**config.mk**
```make
export PLATFORM = sky130hd
export DESIGN_NAME = fpga_v1_core
export DESIGN_NICKNAME = d
export VERILOG_FILES = /design/src/hw/fpga_v1_pkg.sv /design/src/hw/host_cmd_decoder.sv /design/src/hw/hub_buffer.sv /design/src/hw/board_regs.sv /design/src/hw/fpga_v1_core.sv
export SDC_FILE = /design/constraint.sdc
export NUM_CORES = 2
export LEC_CHECK = 0
export BUFFER_PORTS_ARGS = -buffer_cell sky130_fd_sc_hd__buf_4
export CAP_MARGIN = 15
export CORE_MARGIN = 5
export CORE_UTILIZATION = 56
export CTS_BUF_LIST = sky130_fd_sc_hd__clkbuf_16
export DETAILED_ROUTE_END_ITERATION = 12
export PLACE_DENSITY = 0.8
export SKIP_CTS_REPAIR_TIMING = 1
export SLEW_MARGIN = 20
export SYNTH_ARGS = -nofsm -noshare
export SYNTH_HDL_FRONTEND = slang
export SYNTH_HIERARCHICAL = 1
export SYNTH_SLANG_ARGS = --single-unit
```
**constraint.sdc**
```tcl
create_clock -name sysclk -period 12.9 [get_ports sysclk]
set_clock_uncertainty 0.05 [all_clocks]
set_input_delay 0.645 -clock sysclk [delete_from_list [all_inputs] [get_ports sysclk]]
set_output_delay 0.645 -clock sysclk [all_outputs]
set_load 0.01 [all_outputs]
```
**src/hw/fpga_v1_pkg.sv**
```systemverilog
// shared types and sizes for the host register core; the 3-bit opcode values are fixed by the host link
`default_nettype none

package fpga_v1_pkg;

    // ----------------------------------------------------------------------
    // sizes
    // ----------------------------------------------------------------------
    localparam int HUB_DEPTH    = 64;                   // hub quadlets
    localparam int HUB_AW       = 6;                    // hub index width
    localparam int NUM_CHANNELS = 4;                    // motor channels on the board
    localparam logic [31:0] FW_VERSION = 32'h0001_0008; // returned by REG_VERSION
    localparam int WDOG_TICK    = 16;                   // sysclk cycles per period unit

    // ----------------------------------------------------------------------
    // address map
    // ----------------------------------------------------------------------

    // address space, addr[15:12]
    typedef enum logic [3:0] {
        ADDR_MAIN = 4'h0,   // board registers, channel 0
        ADDR_HUB  = 4'h2    // broadcast hub memory
    } addr_space_e;

    // board register offsets, addr[3:0] of main space
    typedef enum logic [3:0] {
        REG_STATUS  = 4'd0,     // board id, timeout flag, channel count
        REG_SCRATCH = 4'd1,     // free read/write word
        REG_VERSION = 4'd2,     // firmware version, read only
        REG_WDOG    = 4'd3      // watchdog period in WDOG_TICK units, 0 = off
    } main_reg_e;

    // ----------------------------------------------------------------------
    // host command and register bus
    // ----------------------------------------------------------------------
    typedef enum logic [2:0] {
        CMD_QREAD     = 3'd0,   // quadlet read
        CMD_QWRITE    = 3'd1,   // quadlet write
        CMD_RT_WSTART = 3'd2,   // real-time block write start
        CMD_RT_WWORD  = 3'd3,   // one word of a real-time block write
        CMD_RT_READ   = 3'd4    // real-time block read, index in addr
    } cmd_op_e;

    // one parsed command per strobe
    typedef struct packed {
        cmd_op_e     op;
        logic [15:0] addr;
        logic [31:0] data;
    } host_cmd_t;

    // write bus, one wen per target
    typedef struct packed {
        logic        main_wen;  // board register write
        logic        hub_wen;   // hub memory write
        logic [15:0] waddr;
        logic [31:0] wdata;
    } reg_wr_t;

endpackage

`default_nettype wire

```
**src/hw/host_cmd_decoder.sv**
```systemverilog
// host command decoder; commands need 3 idle cycles after a read, anything arriving mid-read is dropped
`timescale 1ns/1ps
`default_nettype none

module host_cmd_decoder (
    input  wire logic                  sysclk,
    input  wire logic                  rst_n,
    input  wire logic                  cmd_valid,   // one-cycle command strobe
    input  wire fpga_v1_pkg::host_cmd_t cmd,
    input  wire logic [3:0]            board_id,    // rotary switch
    output fpga_v1_pkg::reg_wr_t       wr,          // write bus to both targets
    output logic [15:0]                raddr,       // registered read address
    input  wire logic [31:0]           hub_rdata,   // one cycle after raddr
    input  wire logic [31:0]           main_rdata,  // same cycle as raddr
    output logic                       rsp_valid,   // one-cycle response strobe
    output logic [31:0]                rsp_data
);
    import fpga_v1_pkg::*;

    typedef enum logic [1:0] {
        RD_IDLE,    // no read pending
        RD_ADDR,    // raddr valid, board regs answer now
        RD_MEM      // waiting on hub memory register
    } rd_state_e;

    rd_state_e         rd_state;
    logic              accept;          // command taken this cycle
    logic [3:0]        cmd_space;
    logic              board_match;     // rt word addressed to this board
    logic [HUB_AW-1:0] rt_index;        // next hub slot for rt words
    logic [HUB_AW:0]   rt_rd_idx;       // rt read index, 0 = status
    logic [HUB_AW:0]   rt_rd_prev;
    logic              main_wen_d;
    logic              hub_wen_d;
    logic [15:0]       waddr_d;
    logic              rt_clear;
    logic              rt_step;
    logic              rd_start;
    logic [15:0]       raddr_d;
    logic              main_wen_q;
    logic              hub_wen_q;
    logic [15:0]       waddr_q;
    logic [31:0]       wdata_q;
    logic [3:0]        rd_space;

    assign accept      = cmd_valid && (rd_state == RD_IDLE);   // no back-pressure
    assign cmd_space   = cmd.addr[15:12];
    assign board_match = (cmd.data[11:8] == board_id);
    assign rt_rd_idx   = cmd.addr[HUB_AW:0];
    assign rt_rd_prev  = rt_rd_idx - 1'b1;
    assign rd_space    = raddr[15:12];

    // ----------------------------------------------------------------------
    // command decode
    // ----------------------------------------------------------------------
    always_comb begin
        main_wen_d = 1'b0;
        hub_wen_d  = 1'b0;
        waddr_d    = cmd.addr;
        rt_clear   = 1'b0;
        rt_step    = 1'b0;
        rd_start   = 1'b0;
        raddr_d    = cmd.addr;
        if (accept) begin
            case (cmd.op)
                CMD_QREAD: rd_start = 1'b1;     // unmapped space answers 0 later
                CMD_QWRITE: begin
                    main_wen_d = (cmd_space == ADDR_MAIN);
                    hub_wen_d  = (cmd_space == ADDR_HUB);     // other spaces ignored
                end
                CMD_RT_WSTART: rt_clear = 1'b1;
                CMD_RT_WWORD: begin
                    // only words carrying our board id land in the hub
                    hub_wen_d = board_match;
                    rt_step   = board_match;
                    waddr_d   = {ADDR_HUB, {(12 - HUB_AW){1'b0}}, rt_index};
                end
                CMD_RT_READ: begin
                    rd_start = 1'b1;
                    if (rt_rd_idx == '0)
                        raddr_d = {ADDR_MAIN, 8'h00, REG_STATUS};    // index 0 is status
                    else
                        raddr_d = {ADDR_HUB, {(12 - HUB_AW){1'b0}}, rt_rd_prev[HUB_AW-1:0]};
                end
                default: ;  // unknown opcode, dropped
            endcase
        end
    end

    // ----------------------------------------------------------------------
    // write bus, one cycle after the strobe
    // ----------------------------------------------------------------------
    always_ff @(posedge sysclk or negedge rst_n) begin
        if (!rst_n) begin
            main_wen_q <= 1'b0;
            hub_wen_q  <= 1'b0;
            rt_index   <= '0;
        end else begin
            main_wen_q <= main_wen_d;
            hub_wen_q  <= hub_wen_d;
            if (rt_clear)
                rt_index <= '0;
            else if (rt_step)
                rt_index <= rt_index + 1'b1;    // wraps past the last slot
        end
    end

    always_ff @(posedge sysclk) begin
        waddr_q <= waddr_d;     // qualified by the wen bits
        wdata_q <= cmd.data;
    end

    assign wr = '{main_wen: main_wen_q, hub_wen: hub_wen_q, waddr: waddr_q, wdata: wdata_q};

    // ----------------------------------------------------------------------
    // read sequencing and response mux
    // ----------------------------------------------------------------------
    always_ff @(posedge sysclk or negedge rst_n) begin
        if (!rst_n) begin
            rd_state  <= RD_IDLE;
            rsp_valid <= 1'b0;
            raddr     <= '0;
        end else begin
            rsp_valid <= 1'b0;
            case (rd_state)
                RD_IDLE: begin
                    if (rd_start) begin
                        raddr    <= raddr_d;
                        rd_state <= RD_ADDR;
                    end
                end
                RD_ADDR: begin
                    if (rd_space == ADDR_HUB) begin
                        rd_state <= RD_MEM;     // memory read register in the way
                    end else begin
                        rsp_valid <= 1'b1;
                        rd_state  <= RD_IDLE;
                    end
                end
                RD_MEM: begin
                    rsp_valid <= 1'b1;
                    rd_state  <= RD_IDLE;
                end
                default: rd_state <= RD_IDLE;
            endcase
        end
    end

    // data follows rsp_valid, cycle for cycle
    always_ff @(posedge sysclk) begin
        if (rd_state == RD_MEM)
            rsp_data <= hub_rdata;
        else if (rd_state == RD_ADDR)
            rsp_data <= (rd_space == ADDR_MAIN) ? main_rdata : 32'd0;
    end

endmodule

`default_nettype wire

```
**src/hw/hub_buffer.sv**
```systemverilog
// hub quadlet memory, one write and one registered read port; contents are undefined until written
`timescale 1ns/1ps
`default_nettype none

module hub_buffer (
    input  wire logic                 sysclk,
    input  wire logic                 rst_n,
    input  wire fpga_v1_pkg::reg_wr_t wr,         // only hub_wen is looked at
    input  wire logic [15:0]          raddr,      // low bits index the memory
    output logic [31:0]               hub_rdata   // one cycle after raddr
);
    import fpga_v1_pkg::*;

    // ----------------------------------------------------------------------
    // storage
    // ----------------------------------------------------------------------
    logic [31:0]       mem [HUB_DEPTH];
    logic [HUB_AW-1:0] widx;
    logic [HUB_AW-1:0] ridx;

    // space was checked by the decoder, only the index matters here
    assign widx = wr.waddr[HUB_AW-1:0];
    assign ridx = raddr[HUB_AW-1:0];

    // write port
    always_ff @(posedge sysclk) begin
        if (wr.hub_wen)
            mem[widx] <= wr.wdata;
    end

    // ----------------------------------------------------------------------
    // read port
    // ----------------------------------------------------------------------

    // free running read every cycle, output register cleared on reset
    always_ff @(posedge sysclk or negedge rst_n) begin
        if (!rst_n)
            hub_rdata <= 32'd0;
        else
            hub_rdata <= mem[ridx];     // read before a same-cycle write
    end

endmodule

`default_nettype wire

```
**src/hw/board_regs.sv**
```systemverilog
// board registers and watchdog; the timeout flag holds until wdog_clear even if the period changes
`timescale 1ns/1ps
`default_nettype none

module board_regs (
    input  wire logic                 sysclk,
    input  wire logic                 rst_n,
    input  wire fpga_v1_pkg::reg_wr_t wr,                 // write bus from the decoder
    input  wire logic [15:0]          raddr,              // offset in bits 3:0
    input  wire logic [3:0]           board_id,
    input  wire logic                 wdog_clear,         // pulse, drops the timeout flag
    output logic [31:0]               main_rdata,         // combinational on raddr
    output logic                      wdog_timeout,       // level
    output logic [2:0]                wdog_period_status  // log2 bucket of the period
);
    import fpga_v1_pkg::*;

    logic [31:0] scratch;
    logic [15:0] wdog_period;       // in WDOG_TICK units, 0 = disabled
    logic [19:0] wdog_count;        // sysclk cycles since last refresh
    logic [19:0] wdog_limit;
    logic        wdog_refresh;
    logic [31:0] status;

    // ----------------------------------------------------------------------
    // register writes
    // ----------------------------------------------------------------------
    always_ff @(posedge sysclk or negedge rst_n) begin
        if (!rst_n)
            wdog_period <= 16'd0;
        else if (wr.main_wen && (wr.waddr[3:0] == REG_WDOG))
            wdog_period <= wr.wdata[15:0];
    end

    always_ff @(posedge sysclk) begin
        if (wr.main_wen && (wr.waddr[3:0] == REG_SCRATCH))
            scratch <= wr.wdata;
    end

    // ----------------------------------------------------------------------
    // watchdog
    // ----------------------------------------------------------------------
    assign wdog_limit   = 20'(wdog_period) * 20'(WDOG_TICK);
    assign wdog_refresh = wr.main_wen || wr.hub_wen;   // any decoded write feeds it

    always_ff @(posedge sysclk or negedge rst_n) begin
        if (!rst_n) begin
            wdog_count   <= 20'd0;
            wdog_timeout <= 1'b0;
        end else begin
            if (wdog_clear)
                wdog_timeout <= 1'b0;
            if (wdog_refresh || wdog_clear || (wdog_period == 16'd0))
                wdog_count <= 20'd0;    // reload, or parked while disabled
            else if (wdog_count == wdog_limit)
                wdog_timeout <= 1'b1;   // count holds at the limit
            else
                wdog_count <= wdog_count + 1'b1;
        end
    end

    // bucket = msb position + 1, so period 1 -> 1, 2..3 -> 2, 4..7 -> 3 ...
    always_comb begin
        wdog_period_status = 3'd0;
        for (int i = 0; i < 16; i++) begin
            if (wdog_period[i])
                wdog_period_status = (i >= 6) ? 3'd7 : 3'(i + 1);    // capped at 7
        end
    end

    // ----------------------------------------------------------------------
    // read mux
    // ----------------------------------------------------------------------

    // channel count in 23:20, timeout in 8, board id in 3:0
    assign status = {8'd0, 4'(NUM_CHANNELS), 11'd0, wdog_timeout, 4'd0, board_id};

    always_comb begin
        case (raddr[3:0])
            REG_STATUS:  main_rdata = status;
            REG_SCRATCH: main_rdata = scratch;
            REG_VERSION: main_rdata = FW_VERSION;
            REG_WDOG:    main_rdata = {16'd0, wdog_period};
            default:     main_rdata = 32'd0;    // unused offsets read 0
        endcase
    end

endmodule

`default_nettype wire

```
**src/hw/fpga_v1_core.sv**
```systemverilog
// register-access core top level; parsed host commands in, one response strobe per read out
`timescale 1ns/1ps
`default_nettype none

module fpga_v1_core (
    input  wire logic                   sysclk,
    input  wire logic                   rst_n,
    // host side
    input  wire logic                   cmd_valid,          // one-cycle strobe
    input  wire fpga_v1_pkg::host_cmd_t cmd,
    output wire logic                   rsp_valid,          // one-cycle strobe
    output wire logic [31:0]            rsp_data,
    // board
    input  wire logic [3:0]             board_id,
    input  wire logic                   wdog_clear,
    output wire logic                   wdog_timeout,
    output wire logic [2:0]             wdog_period_status
);
    import fpga_v1_pkg::*;

    // ----------------------------------------------------------------------
    // register bus
    // ----------------------------------------------------------------------
    wire reg_wr_t     wr;           // shared by both targets
    wire logic [15:0] raddr;
    wire logic [31:0] hub_rdata;    // registered
    wire logic [31:0] main_rdata;   // combinational

    // producer, turns commands into bus cycles and routes reads back
    host_cmd_decoder i_decoder (
        .sysclk     (sysclk),
        .rst_n      (rst_n),
        .cmd_valid  (cmd_valid),
        .cmd        (cmd),
        .board_id   (board_id),
        .wr         (wr),
        .raddr      (raddr),
        .hub_rdata  (hub_rdata),
        .main_rdata (main_rdata),
        .rsp_valid  (rsp_valid),
        .rsp_data   (rsp_data)
    );

    // broadcast quadlets
    hub_buffer i_hub (
        .sysclk    (sysclk),
        .rst_n     (rst_n),
        .wr        (wr),
        .raddr     (raddr),
        .hub_rdata (hub_rdata)
    );

    // channel 0 board registers and watchdog
    board_regs i_regs (
        .sysclk             (sysclk),
        .rst_n              (rst_n),
        .wr                 (wr),
        .raddr              (raddr),
        .board_id           (board_id),
        .wdog_clear         (wdog_clear),
        .main_rdata         (main_rdata),
        .wdog_timeout       (wdog_timeout),
        .wdog_period_status (wdog_period_status)
    );

endmodule

`default_nettype wire

```
Word-level counts from Yosys, hierarchy flattened
Memory sizes are Yosys's and may differ from the RTL's. A register that Yosys moved wholly into a read port is not among the register bits. Cells that the tools add are included. W data, S select, Z words.

Muxes and demuxes: 49. Add/subtract/negate cells: 3. Reduce and logical (&&, ||, !) cells: 18. Eq/ne operators: 17.

Operator list (count): $pmux W32 S4 (1); $mux W32 (3); $mux W20 (2); $mux W3 (13); $mux W16 (2); $mux W6 (4); $add A20 B1 Y20 const B (1); $eq A20 B20 Y1 (1); $eq A4 B2 Y1 const B (5); $logic_not A16 Y1 (1); $mux W1 (16); $mux W14 (1); $logic_not A4 Y1 (3); $eq A4 B1 Y1 const B (2); $mux W2 (4); $logic_not A7 Y1 (1); $add A6 B1 Y6 const B (1); $eq A3 B2 Y1 const B (2); $sub A6 B1 Y6 const B (1); $eq A4 B4 Y1 (1); $ne A2 B1 Y1 const B (2); $pmux W1 S2 (2); $pmux W2 S2 (1); $reduce_bool A2 Y1 (2); 11 further kinds (15).

Input port bits: 59. Logic and storage cells: 101. RAM bits: 2048. Output and inout bits: 37. Register bits: 166. Memories: 1.

Memory list: i_hub.mem (depth 64, bits a word 32, read ports 1, clocked after memory_dff 1, write ports 1, line hub_buffer.sv:17) `logic [31:0] mem [HUB_DEPTH];`.

Logic depth before layout (Yosys ltp)
Depth after elaboration: 16. Gate-level depth with buffers: 10. Mapped depth without buffers: 6.

Modules after synthesis
Netlist, hierarchy kept.

By module, submodules not included: hub_buffer (cells an instance 3325, instances 1, sequential area each 62299.8 um2, area an instance 78669.2 um2); host_cmd_decoder (cells an instance 296, instances 1, sequential area each 2597.5 um2, area an instance 3844.9 um2); board_regs (cells an instance 287, instances 1, sequential area each 1886.8 um2, area an instance 3363.2 um2).

Worst setup path after synthesis
No wires, ideal clock.

Path type: register -> register. Start: reg i_decoder.waddr_q[0]. End: reg i_regs.scratch[0] (enable). Library setup time: 0.501 ns. Arrival time: 3.559 ns. Stages on the path, launching flop included: 3. Clock period less this slack: 4.110 ns. Buffers on the path: 0. Path slack: 8.790 ns. Cells stage by stage: dfxtp_1 -> nand2_1 -> nor4_1.

Longest elaborated chain between the ends: 2.

Ends and longest elaborated chain: start: declaration (line host_cmd_decoder.sv:42) `logic [15:0] waddr_q;`; start signal: assignment (line host_cmd_decoder.sv:109) `waddr_q <= waddr_d;`; $eq A4 B1 Y1 (line board_regs.sv:36) `if (wr.main_wen && (wr.waddr[3:0] == REG_SCRATCH))`; $logic_and A1 B1 Y1 (line board_regs.sv:36); end signal: assignment (line board_regs.sv:37) `scratch <= wr.wdata;`; end: declaration (line board_regs.sv:18) `logic [31:0] scratch;`.

Every way passes these cells. A chain may end at the register's enable or synchronous reset.

==> impl_metrics.json <==
{
  "hp-start": "cmd[44]",
  "rsz0062_at_grt": "no",
  "outcome": "finished, final reports clean",
  "yosysWarnings": 6,
  "rr_worst_depth": 6,
  "routed_wl_mm": 219,
  "grtUsageTotal_pct": 27.2,
  "critPathArrivalTime_ns": 5.62,
  "irDropWorstVdd_mv": 0.178,
  "min_path_cells": 3,
  "viasPerCell": 6.82,
  "first_global_vias": 43600,
  "netlist_instances": 3865,
  "cts_tree": "yes",
  "worst_slack_ns": 7.90,
  "power_mw": 19.4,
  "dp_slack_ns": 8.00,
  "p_leak_nw": 30.9,
  "vias": 43000,
  "fp-row-count": 143,
  "gp_congestion": 0.812,
  "postSynthAreaPerCell_sq_um": 22.1,
  "cts_buffers": 205,
  "crit-reg2reg-launch": "i_decoder/raddr[0]",
  "hpwl_mm": 108,
  "dieHeight_um": 401,
  "grt_use_met2_pct": 43.3,
  "setup_violations": 0,
  "cp_max_fo": 46,
  "grtUsageMet1_pct": 36.8,
  "ff2ff_setup_slack_ns": 7.90,
  "path_cells": "buf_4 -> buf_4 -> mux4_2 -> mux4_2 -> o22ai_1 -> nor2_1",
  "fmax_ghz": 0.200,
  "area_delta_synth_final_pct": 12.6,
  "critical_path.startpoint_type": "flop",
  "drt_iter0_drc": 7427,
  "drive_gt1_share_pct": 27.5,
  "path_clk_slew_ns": 0.06,
  "end_kind": "flop",
  "max_stage_delay_ns": 0.99,
  "worstSkewPairLatency_ns": 0.85,
  "tns_ns": 0,
  "die_x_um": 401,
  "worstPathRequired_ns": 13.52,
  "worstSetupPathType": "flop to flop",
  "max_slew_margin_pct": 19.0,
  "portBuffers": 90,
  "drt_pass1_iterations": 6,
  "drc_errors": 0,
  "tightestPinTransition_ns": 1.22,
  "max_cap_viol_count": 0,
  "clockBufferDepth": 3,
  "hp-class": "primary input to flop",
  "htree_levels": 4,
  "met3_usage_pct": 7.03,
  "utilization_pct": 63.4,
  "hold_viol_final": 0,
  "fin_nets": 4162,
  "busiest_layer": "met2",
  "wire_per_inst_um": 34.8,
  "grt_pass1_wl_mm": 314,
  "syn_nets": 3932,
  "antenna_left": 0,
  "core-area_sq_um": 152000,
  "die_area_sq_um": 160000,
  "grt_max_degree": 148,
  "hold_path_end": "i_decoder/raddr[12]",
  "r2r-end": "i_hub/hub_rdata[9]",
  "finalWorstPathRequiredPeriod_ns": 5.00,
  "p_per_area_nw_per_um2": 202,
  "antenna_found_initial": 7,
  "holdWs_ns": 0.0210,
  "ios": 96,
  "initial_core_util_pct": 56.3,
  "critical-path-slowest-cell": "dfrtp_4",
  "clock-sinks": 2240,
  "gr-total-overflow": 0,
  "post-route-period-util_pct": 38.8,
  "cts_root_buf": "clkbuf_16",
  "netlist_area_sq_um": 85400,
  "drv_slew": 0,
  "fill_cells": 9510
}
## sequential cells by signal, indices dropped and copies added, names as in the netlist, 6 cells and up
signal,count
i_hub/mem,2048
i_decoder/rsp_data,32
i_decoder/wdata_q,32
i_hub/hub_rdata,32
i_regs/scratch,32
i_regs/wdog_count,20
i_regs/wdog_period,16
i_decoder/raddr,10
i_decoder/rt_index,6
i_decoder/waddr_q,6
## report_power, final
| part | internal [mW] | leakage, nW | switching [mW] |
|---|---|---|---|
| combinational | 2.20 | 6.90 | 2.78 |
| clock | 3.38 | 3.47 | 2.67 |
| sequential | 8.12 | 20.5 | 0.291 |
| total | 13.7 | 30.9 | 5.74 |
## metal layers
metal / share of wire, % / routed length, um
met1: 33 / 73400
met2: 49 / 107000
met3: 14 / 29900
met4: 4.0 / 8760
met5: 0.013 / 28
## placed cells by master (no fill, tap or decap), types with 8 or more instances in the layout
cell type,instances
nand3_1,20
dfrtp_1,86
nand2_1,56
clkbuf_16,209
buf_4,190
or3_1,8
bufinv_16,22
edfxtp_1,2112
nor2b_1,17
o22ai_1,87
xnor2_1,15
o221ai_1,27
clkinv_1,50
nor2_4,63
mux2_2,25
dfxtp_4,24
dfxtp_2,8
a22oi_1,12
a311oi_1,8
dlygate4sd3_1,35
o21ai_0,8
a22o_1,32
mux4_2,544
a21oi_1,78
nor3_1,16
inv_1,70
nand2b_1,9
clkinv_2,32
ha_1,8
xor2_1,19
mux2i_1,111
nor2_1,130
and2_1,19
## layout make-up
class | instances | area (sq um) | area share [%]
Tap cell | 2030 | 2540 | 2.64
Clock buffer | 209 | 5230 | 5.44
Timing Repair Buffer | 232 | 1910 | 1.99
Clock inverter | 179 | 1450 | 1.51
Antenna cell | 4 | 10.0 | 0.0104
Inverter | 15 | 56.3 | 0.0586
Sequential cell | 2240 | 66500 | 69.2
Multi-Input combinational cell | 1401 | 18400 | 19.1
## worst max-delay path by stage
stage                         startpoint                  end  depth (start not counted)
finish                i_decoder/raddr[0]   i_hub/hub_rdata[9]                          6
global route          i_decoder/raddr[0]  i_hub/hub_rdata[10]                          6
CTS                   i_decoder/raddr[0]  i_hub/hub_rdata[10]                          6
detailed placement    i_decoder/raddr[0]  i_hub/hub_rdata[10]                          6
global placement      i_decoder/raddr[0]   i_hub/hub_rdata[9]                          6
floorplan           i_decoder/waddr_q[0]    i_regs/scratch[0]                          2
## worst max-delay path: cells and delay by family, from the launching register on
family | cells | cell delay, ns
multiplexers | 2 | 1.09
AND/OR/NAND/NOR | 1 | 0.14
flip-flops | 1 | 0.99
buffers and inverters | 2 | 1.75
AO/OA/AOI/OAI | 1 | 0.70
## per-stage QoR
step / area, sq um / cells
finish: 96100 / 6310
global placement: 89000 / 5882
floorplan: 85400 / 3865
detailed placement: 89000 / 5883
CTS: 95700 / 6271
global route: 96100 / 6306
Power figures use the tool's default switching activity.
